$ cat src/source/rv_pkg.sv
package rv_pkg;

    typedef logic [31:0] word_t;
    typedef logic [4:0]  reg_addr_t;
    typedef logic [6:0]  opcode_t;
    typedef logic [3:0]  alu_op_t;
    typedef logic [1:0]  fwd_sel_t;

    // RV32I major opcodes kept by this core
    localparam opcode_t OP_RTYPE  = 7'b0110011;
    localparam opcode_t OP_IMM    = 7'b0010011;
    localparam opcode_t OP_LUI    = 7'b0110111;
    localparam opcode_t OP_LOAD   = 7'b0000011;
    localparam opcode_t OP_STORE  = 7'b0100011;
    localparam opcode_t OP_BRANCH = 7'b1100011;

    localparam word_t NOP_INSTR = 32'h0000_0033; // add x0, x0, x0

    localparam alu_op_t ALU_ADD    = 4'd0;
    localparam alu_op_t ALU_SUB    = 4'd1;
    localparam alu_op_t ALU_AND    = 4'd2;
    localparam alu_op_t ALU_OR     = 4'd3;
    localparam alu_op_t ALU_XOR    = 4'd4;
    localparam alu_op_t ALU_SLT    = 4'd5;
    localparam alu_op_t ALU_SLL    = 4'd6;
    localparam alu_op_t ALU_SRL    = 4'd7;
    localparam alu_op_t ALU_PASS_B = 4'd8; // LUI

    localparam fwd_sel_t FWD_NONE  = 2'd0;
    localparam fwd_sel_t FWD_EXMEM = 2'd1;
    localparam fwd_sel_t FWD_MEMWB = 2'd2;

    typedef struct packed {
        logic    reg_write;
        logic    mem_read;
        logic    mem_write;
        logic    use_imm;   // ALU operand B from immediate
        logic    is_branch;
        logic    branch_ne; // BNE when set, BEQ otherwise
        alu_op_t alu_op;
    } ctrl_t;

endpackage

$ cat src/source/rv_alu.sv
`timescale 1ns/10ps

module rv_alu (
    input  rv_pkg::alu_op_t op_i,
    input  rv_pkg::word_t   a_i,
    input  rv_pkg::word_t   b_i,
    output rv_pkg::word_t   result_o,
    output logic            zero_o
);
    import rv_pkg::*;

    logic [4:0] shamt;

    assign shamt = b_i[4:0];

    always_comb begin
        case (op_i)
            ALU_ADD:    result_o = a_i + b_i;
            ALU_SUB:    result_o = a_i - b_i;
            ALU_AND:    result_o = a_i & b_i;
            ALU_OR:     result_o = a_i | b_i;
            ALU_XOR:    result_o = a_i ^ b_i;
            ALU_SLT:    result_o = {31'd0, $signed(a_i) < $signed(b_i)};
            ALU_SLL:    result_o = a_i << shamt;
            ALU_SRL:    result_o = a_i >> shamt;
            ALU_PASS_B: result_o = b_i;
            default:    result_o = '0;
        endcase
    end

    assign zero_o = (result_o == '0); // Branch compare

endmodule

$ cat src/source/rv_core.sv
`timescale 1ns/10ps

module rv_core #(
    parameter rv_pkg::word_t BOOT_ADDR = 32'h0000_0000
) (
    input  logic          clk,
    input  logic          rst_n,
    output rv_pkg::word_t instr_addr_o,
    input  rv_pkg::word_t instr_data_i,
    output logic          data_read_o,
    output logic          data_write_o,
    output rv_pkg::word_t data_addr_o,
    output rv_pkg::word_t data_wdata_o,
    input  rv_pkg::word_t data_rdata_i,
    input  logic          data_ready_i
);
    import rv_pkg::*;

    typedef struct packed {
        word_t pc;
        word_t instr;
    } if_id_t;

    typedef struct packed {
        word_t pc;
        word_t instr;
        ctrl_t ctrl;
        word_t imm;
        word_t rs1_val;
        word_t rs2_val;
    } id_ex_t;

    typedef struct packed {
        word_t instr;
        ctrl_t ctrl;
        word_t alu_res;
        word_t store_data;
    } ex_mem_t;

    typedef struct packed {
        word_t instr;
        ctrl_t ctrl;
        word_t alu_res;
        word_t load_data;
    } mem_wb_t;

    word_t    pc;
    if_id_t   if_id;
    id_ex_t   id_ex;
    ex_mem_t  ex_mem;
    mem_wb_t  mem_wb;
    ctrl_t    id_ctrl;
    word_t    id_imm;
    word_t    id_rs1_val;
    word_t    id_rs2_val;
    fwd_sel_t fwd_a;
    fwd_sel_t fwd_b;
    logic     load_use_stall;
    logic     mem_stall;
    logic     hold_front;
    word_t    fwd_rs1;
    word_t    fwd_rs2;
    word_t    alu_b;
    word_t    alu_res;
    logic     alu_zero;
    logic     take_branch;
    logic     flush;
    word_t    branch_target;
    word_t    wb_value;

    function automatic word_t fwd_mux(fwd_sel_t sel, word_t reg_val, word_t exmem_val,
                                      word_t memwb_val);
        case (sel)
            FWD_EXMEM: return exmem_val;
            FWD_MEMWB: return memwb_val;
            default:   return reg_val;
        endcase
    endfunction

    always_ff @(posedge clk) begin // PC and IF/ID
        if (!rst_n) begin
            pc          <= BOOT_ADDR;
            if_id.instr <= NOP_INSTR;
        end else if (flush) begin
            pc          <= branch_target;
            if_id.instr <= NOP_INSTR;
        end else if (!hold_front) begin
            pc    <= pc + 32'd4;
            if_id <= '{pc: pc, instr: instr_data_i};
        end
    end

    always_ff @(posedge clk) begin // ID/EX
        if (!rst_n || flush || (load_use_stall && !mem_stall)) begin
            id_ex.instr <= NOP_INSTR;
            id_ex.ctrl  <= '0;
        end else if (mem_stall) begin
            // MEM/WB drains during the stall, so capture what was forwarded
            id_ex.rs1_val <= fwd_rs1;
            id_ex.rs2_val <= fwd_rs2;
        end else begin
            id_ex <= '{pc: if_id.pc, instr: if_id.instr, ctrl: id_ctrl, imm: id_imm,
                       rs1_val: id_rs1_val, rs2_val: id_rs2_val};
        end
    end

    always_ff @(posedge clk) begin // EX/MEM
        if (!rst_n) begin
            ex_mem.instr <= NOP_INSTR;
            ex_mem.ctrl  <= '0;
        end else if (!mem_stall) begin
            ex_mem <= '{instr: id_ex.instr, ctrl: id_ex.ctrl, alu_res: alu_res,
                        store_data: fwd_rs2};
        end
    end

    always_ff @(posedge clk) begin // MEM/WB
        if (!rst_n || mem_stall) begin
            mem_wb.instr <= NOP_INSTR;
            mem_wb.ctrl  <= '0;
        end else begin
            mem_wb <= '{instr: ex_mem.instr, ctrl: ex_mem.ctrl, alu_res: ex_mem.alu_res,
                        load_data: data_rdata_i};
        end
    end

    assign mem_stall  = (ex_mem.ctrl.mem_read || ex_mem.ctrl.mem_write) && !data_ready_i;
    assign hold_front = mem_stall || load_use_stall;

    assign fwd_rs1 = fwd_mux(fwd_a, id_ex.rs1_val, ex_mem.alu_res, wb_value);
    assign fwd_rs2 = fwd_mux(fwd_b, id_ex.rs2_val, ex_mem.alu_res, wb_value);
    assign alu_b   = id_ex.ctrl.use_imm ? id_ex.imm : fwd_rs2;

    // Branch compares with SUB, BNE inverts the zero test
    assign branch_target = id_ex.pc + id_ex.imm;
    assign take_branch   = id_ex.ctrl.is_branch && (alu_zero != id_ex.ctrl.branch_ne);
    assign flush         = take_branch && !mem_stall;

    assign wb_value = mem_wb.ctrl.mem_read ? mem_wb.load_data : mem_wb.alu_res;

    assign instr_addr_o = pc;
    assign data_read_o  = ex_mem.ctrl.mem_read;
    assign data_write_o = ex_mem.ctrl.mem_write;
    assign data_addr_o  = ex_mem.alu_res;
    assign data_wdata_o = ex_mem.store_data;

    rv_decoder u_decoder (
        .instr_i (if_id.instr),
        .ctrl_o  (id_ctrl),
        .imm_o   (id_imm)
    );

    rv_regfile u_regfile (
        .clk        (clk),
        .rst_n      (rst_n),
        .wr_en_i    (mem_wb.ctrl.reg_write),
        .rd_addr_i  (mem_wb.instr[11:7]),
        .rd_data_i  (wb_value),
        .rs1_addr_i (if_id.instr[19:15]),
        .rs2_addr_i (if_id.instr[24:20]),
        .rs1_data_o (id_rs1_val),
        .rs2_data_o (id_rs2_val)
    );

    rv_alu u_alu (
        .op_i     (id_ex.ctrl.alu_op),
        .a_i      (fwd_rs1),
        .b_i      (alu_b),
        .result_o (alu_res),
        .zero_o   (alu_zero)
    );

    rv_hazard_unit u_hazard (
        .id_rs1_i         (if_id.instr[19:15]),
        .id_rs2_i         (if_id.instr[24:20]),
        .ex_rs1_i         (id_ex.instr[19:15]),
        .ex_rs2_i         (id_ex.instr[24:20]),
        .ex_rd_i          (id_ex.instr[11:7]),
        .mem_rd_i         (ex_mem.instr[11:7]),
        .wb_rd_i          (mem_wb.instr[11:7]),
        .ex_mem_read_i    (id_ex.ctrl.mem_read),
        .mem_reg_write_i  (ex_mem.ctrl.reg_write),
        .wb_reg_write_i   (mem_wb.ctrl.reg_write),
        .fwd_a_o          (fwd_a),
        .fwd_b_o          (fwd_b),
        .load_use_stall_o (load_use_stall)
    );

endmodule

$ cat src/source/rv_decoder.sv
`timescale 1ns/10ps

module rv_decoder (
    input  rv_pkg::word_t instr_i,
    output rv_pkg::ctrl_t ctrl_o,
    output rv_pkg::word_t imm_o
);
    import rv_pkg::*;

    opcode_t    opcode;
    logic [2:0] funct3;

    // Shared by R-type and I-type, SUB only exists in R-type
    function automatic alu_op_t arith_op(logic [2:0] f3, logic sub);
        case (f3)
            3'b000:  return sub ? ALU_SUB : ALU_ADD;
            3'b001:  return ALU_SLL;
            3'b010:  return ALU_SLT;
            3'b100:  return ALU_XOR;
            3'b101:  return ALU_SRL;
            3'b110:  return ALU_OR;
            3'b111:  return ALU_AND;
            default: return ALU_ADD;
        endcase
    endfunction

    assign opcode = instr_i[6:0];
    assign funct3 = instr_i[14:12];

    always_comb begin
        ctrl_o = '0;
        imm_o  = '0;
        case (opcode)
            OP_RTYPE: begin
                ctrl_o.reg_write = 1'b1;
                ctrl_o.alu_op    = arith_op(funct3, instr_i[30]);
            end
            OP_IMM: begin
                ctrl_o.reg_write = 1'b1;
                ctrl_o.use_imm   = 1'b1;
                ctrl_o.alu_op    = arith_op(funct3, 1'b0);
                imm_o            = {{20{instr_i[31]}}, instr_i[31:20]};
            end
            OP_LUI: begin
                ctrl_o.reg_write = 1'b1;
                ctrl_o.use_imm   = 1'b1;
                ctrl_o.alu_op    = ALU_PASS_B;
                imm_o            = {instr_i[31:12], 12'h000};
            end
            OP_LOAD: begin
                ctrl_o.reg_write = 1'b1;
                ctrl_o.mem_read  = 1'b1;
                ctrl_o.use_imm   = 1'b1;
                imm_o            = {{20{instr_i[31]}}, instr_i[31:20]};
            end
            OP_STORE: begin
                ctrl_o.mem_write = 1'b1;
                ctrl_o.use_imm   = 1'b1;
                imm_o            = {{20{instr_i[31]}}, instr_i[31:25], instr_i[11:7]};
            end
            OP_BRANCH: begin
                ctrl_o.is_branch = 1'b1;
                ctrl_o.branch_ne = funct3[0]; // BNE is funct3 001
                ctrl_o.alu_op    = ALU_SUB;
                imm_o            = {{20{instr_i[31]}}, instr_i[7], instr_i[30:25],
                                    instr_i[11:8], 1'b0};
            end
            default: ;
        endcase
    end

endmodule

$ cat src/source/rv_hazard_unit.sv
`timescale 1ns/10ps

module rv_hazard_unit (
    input  rv_pkg::reg_addr_t id_rs1_i,
    input  rv_pkg::reg_addr_t id_rs2_i,
    input  rv_pkg::reg_addr_t ex_rs1_i,
    input  rv_pkg::reg_addr_t ex_rs2_i,
    input  rv_pkg::reg_addr_t ex_rd_i,
    input  rv_pkg::reg_addr_t mem_rd_i,
    input  rv_pkg::reg_addr_t wb_rd_i,
    input  logic              ex_mem_read_i,
    input  logic              mem_reg_write_i,
    input  logic              wb_reg_write_i,
    output rv_pkg::fwd_sel_t  fwd_a_o,
    output rv_pkg::fwd_sel_t  fwd_b_o,
    output logic              load_use_stall_o
);
    import rv_pkg::*;

    // Youngest producer first
    function automatic fwd_sel_t fwd_select(reg_addr_t rs);
        if (rs == '0) begin
            return FWD_NONE;
        end
        if (mem_reg_write_i && (mem_rd_i == rs)) begin
            return FWD_EXMEM;
        end
        if (wb_reg_write_i && (wb_rd_i == rs)) begin
            return FWD_MEMWB;
        end
        return FWD_NONE;
    endfunction

    assign fwd_a_o = fwd_select(ex_rs1_i);
    assign fwd_b_o = fwd_select(ex_rs2_i);

    assign load_use_stall_o = ex_mem_read_i && (ex_rd_i != '0)
                              && ((ex_rd_i == id_rs1_i) || (ex_rd_i == id_rs2_i));

endmodule

$ cat src/source/rv_regfile.sv
`timescale 1ns/10ps

module rv_regfile (
    input  logic              clk,
    input  logic              rst_n,
    input  logic              wr_en_i,
    input  rv_pkg::reg_addr_t rd_addr_i,
    input  rv_pkg::word_t     rd_data_i,
    input  rv_pkg::reg_addr_t rs1_addr_i,
    input  rv_pkg::reg_addr_t rs2_addr_i,
    output rv_pkg::word_t     rs1_data_o,
    output rv_pkg::word_t     rs2_data_o
);
    import rv_pkg::*;

    word_t regs [32];

    // Same-cycle write wins over the stored value
    function automatic word_t read_port(reg_addr_t addr);
        if (addr == '0) begin
            return '0;
        end
        if (wr_en_i && (rd_addr_i == addr)) begin
            return rd_data_i;
        end
        return regs[addr];
    endfunction

    always_ff @(posedge clk) begin
        if (rst_n && wr_en_i && (rd_addr_i != '0)) begin
            regs[rd_addr_i] <= rd_data_i;
        end
    end

    assign rs1_data_o = read_port(rs1_addr_i);
    assign rs2_data_o = read_port(rs2_addr_i);

endmodule

$ cat config.mk
export PLATFORM = sky130hd
export DESIGN_NAME = rv_core
export DESIGN_NICKNAME = d
export VERILOG_FILES = /design/src/source/rv_pkg.sv /design/src/source/rv_alu.sv /design/src/source/rv_core.sv /design/src/source/rv_decoder.sv /design/src/source/rv_hazard_unit.sv /design/src/source/rv_regfile.sv
export SDC_FILE = /design/constraint.sdc
export NUM_CORES = 2
export LEC_CHECK = 0
export ABC_AREA = 0
export BUFFER_PORTS_ARGS = -buffer_cell sky130_fd_sc_hd__buf_4
export CAP_MARGIN = 20
export CORE_ASPECT_RATIO = 1.2
export CORE_MARGIN = 1
export CORE_UTILIZATION = 35
export DETAILED_ROUTE_END_ITERATION = 10
export PLACE_DENSITY_LB_ADDON = 0.3
export REMOVE_ABC_BUFFERS = 1
export SLEW_MARGIN = 20
export SYNTH_ARGS = -nofsm -noshare
export SYNTH_HDL_FRONTEND = slang
export SYNTH_SLANG_ARGS = --single-unit
$ cat constraint.sdc
create_clock -name clk -period 15.7 [get_ports clk]
set_clock_uncertainty 0.1 [all_clocks]
set_input_delay 2.355 -clock clk [delete_from_list [all_inputs] [get_ports clk]]
set_output_delay 2.355 -clock clk [all_outputs]
set_load 0.005 [all_outputs]
==> results.md <==
* Outcome: completed
* Synth area leader: edfxtp_1
* Fraction of layout cells with a size suffix above 1 at 0.2506
* Syn_area_per_cell at 14.54 sq um
* Worst path top cell family by delay: compound AO/OA/AOI/OAI gates
* Fmax at 0.09133 GHz
* Synth cell types at 90
* CTS tree: built
* All-Layer GR Usage at 0.2679
* Multi-input logic area at 31890 sq um
* Hold depth at 0
* Worst-path maximum fanout at 64
* Total gr overflow at 0
* Number of synthesized flops with an enable pin at 1312
* Worst Path Arrival at 11.26 ns
* Crit Path Category: flop to flop
* Post-CTS sizing at 0
* Reg area at 41720 sq um
* Drt pass-1 iters at 6
* Buffer type at the clock tree root: clkbuf_16
* PnR worst setup slack at 4.751 ns
* Placement row count at 186
* Die Area at 217600 sq um
* Largest net degree at the start of global routing at 126
* Synth Warn # at 0
* Cells after Synth at 5192
* Core area at 214100 sq um
* Antenna Nets Post-Route at 0
* Port bufs at 164
* Slowest cell on the critical path: a2111oi_0
* IR drop worst, VDD at 0.08277 mV
* Unrepaired setup endpoints after global routing: false
* # Max-Cap Violations at 0
* Most frequent cells in the layout: 1312 x edfxtp_1, 641 x mux4_2, 369 x nand2_1, 330 x buf_4, 271 x nor2_1
* Worst endpoint required time at 16.02 ns
* CP endpoint kind: flop
* Vias in the first global route at 50.99k
* Buf/Inv on CP at 7
* Post-synthesis cell area at 75500 sq um
* Setup violators final at 0
* Postcts setup bufs at 0
* Clock transition at path regs at 0.06 ns
* Initial antenna violation count at 13
* Final Cycle Share at 0.6974
* Final Max Tran Viols at 0
* Clk Latency, worst-skew pair at 0.82 ns
* Initial core utilization at 0.3526
* Primary FF master, synth: edfxtp_1
* Wire length of the first global-routing pass at 409.2 mm
* Detailed router's first-iteration violation count at 6507
* Final instance area at 84890 sq um
* Fill count at 19.73k
* Final hold violations at 0
* DPL Wire Length at 192.6 mm
* Area growth syn-to-layout at 12.43%
* CP startpoint: id_ex[127]
* Crit-path max cell delay at 1.09 ns
* Worst Setup EP: id_ex[63]
* Top cells by area, synth: edfxtp_1 52%, mux4_2 19%, dfxtp_1 3.0%
* Pleak at 28.07 nW
* Cell count along the critical path at 30
* CP startpoint kind: flop
* Die H at 510.8 microns
* CTS Buf Count at 147
* GP Congestion at 1.034
* Routed vias/inst at 6.256
* Max Root-Sink Buffers at 3
* RR Endpoint: id_ex[63]
* DRC Markers at 0
* Sequential area share after synthesis at 0.5520
* Nets at 5469
* Post-cts hold buffer count at 0
* Cell Area, Placed at 80200 sq um
* Htree depth at 4
* Critical Path Most Common Cell: buf_4
* Register bit count reported by yosys at 1426
* Post-synth top area share at 0.5218
* Wirelength per Cell at 36.04 microns
* Worst slew pin tran at 1.250 ns
* FF-to-FF path depth at 30
* Period minus WS final at 10.95 ns
* Hold crit path type: flop to flop
* PwrDens at 118.8 nW/um^2
* Async S/R FF share, synth at 0
* Commonest non-fill, non-tap cell in the layout: edfxtp_1
* Clock Sinks at 1426
* Post-Route Setup TNS at 0 ns
* Top Ports at 165
* DR vias at 51.33k
* Total wire length at 295.7 mm
* DP Worst Slack at 5.081 ns
* Worst R2R Setup Slack at 4.75 ns
* Slew margin rel. at 0.1448
* Die width at 426.0 microns
* Worst R2R Start: id_ex[127]
[per-layer routing]
layer | GRT usage | share of wire | vias up
met2 | 0.4355 | 0.48 | 2673
met3 | 0.04362 | 0.073 | 667
met1 | 0.3329 | 0.37 | 26990
li1 | - | - | 20992
met5 | 0 | 0.000081 | -
met4 | 0.1660 | 0.073 | 4
[logic make-up after synthesis]
group           share of synthesized area
compound gates                    0.08828
xor+xnor                          0.01299
fa+ha+maj                         0.02300
buf+inv                           0.03265
flops                              0.5520
mux                                0.2297
other cells                    0.00004967
simple gates                      0.06135
[worst min-delay path by stage]
stage	to	start	slack (ns)
3_5_place_dp	id_ex[164]	if_id[58]	0.31
5_1_grt	id_ex[164]	if_id[58]	0.33
2_1_floorplan	id_ex[138]	if_id[32]	0.30
4_1_cts	id_ex[164]	if_id[58]	0.32
3_3_place_gp	id_ex[164]	if_id[58]	0.30
6_report	id_ex[164]	if_id[58]	0.32
[sequential cells by signal, summed over array words and instances (netlist names), named ones only]
register and flops:
ex_mem 6, instr_addr_o 32, u_regfile.regs 1024, id_ex 153, data_addr_o 32, if_id 64
data_read_o 1, mem_wb 71, data_write_o 1, data_wdata_o 32
[through the flow]
stage | hold WS (ns) | instances | power (mW) | util
after global routing | 0.3293 | 8201 | 10.36 | 0.3965
after detailed placement | 0.3052 | 7936 | 6.632 | 0.3746
after floorplan | 0.3003 | 4782 | 5.798 | -
after global placement | 0.3023 | 7936 | 6.644 | 0.3745
final | 0.3197 | 8204 | 10.09 | 0.3965
after CTS | 0.3200 | 8200 | 10.08 | 0.3964
[layout make-up]
class / instances / share of cell area
tap: 2820 / 0.04156
multi-input combinational: 3223 / 0.3757
clock inverter: 80 / 0.009094
antenna: 4 / 0.0001179
clock buffer: 184 / 0.04607
timing repair buffer: 334 / 0.03013
inverter: 133 / 0.005881
sequential: 1426 / 0.4914
[cells in the mapped netlist, types with 80 or more instances]
library cell	count
inv_1	128
mux2i_1	226
a21oi_1	250
dfxtp_1	114
clkbuf_1	256
nand2_1	372
ha_1	134
o21ai_0	151
buf_1	80
mux4_2	641
edfxtp_1	1312
nor2_1	310
[report_power, final]
part	switching, mW	leakage [nW]	internal [mW]
logic	1.38	12.8	0.680
clock network	1.56	2.27	1.92
registers	0.173	13.0	4.38
Power figures use the tool's default switching activity.
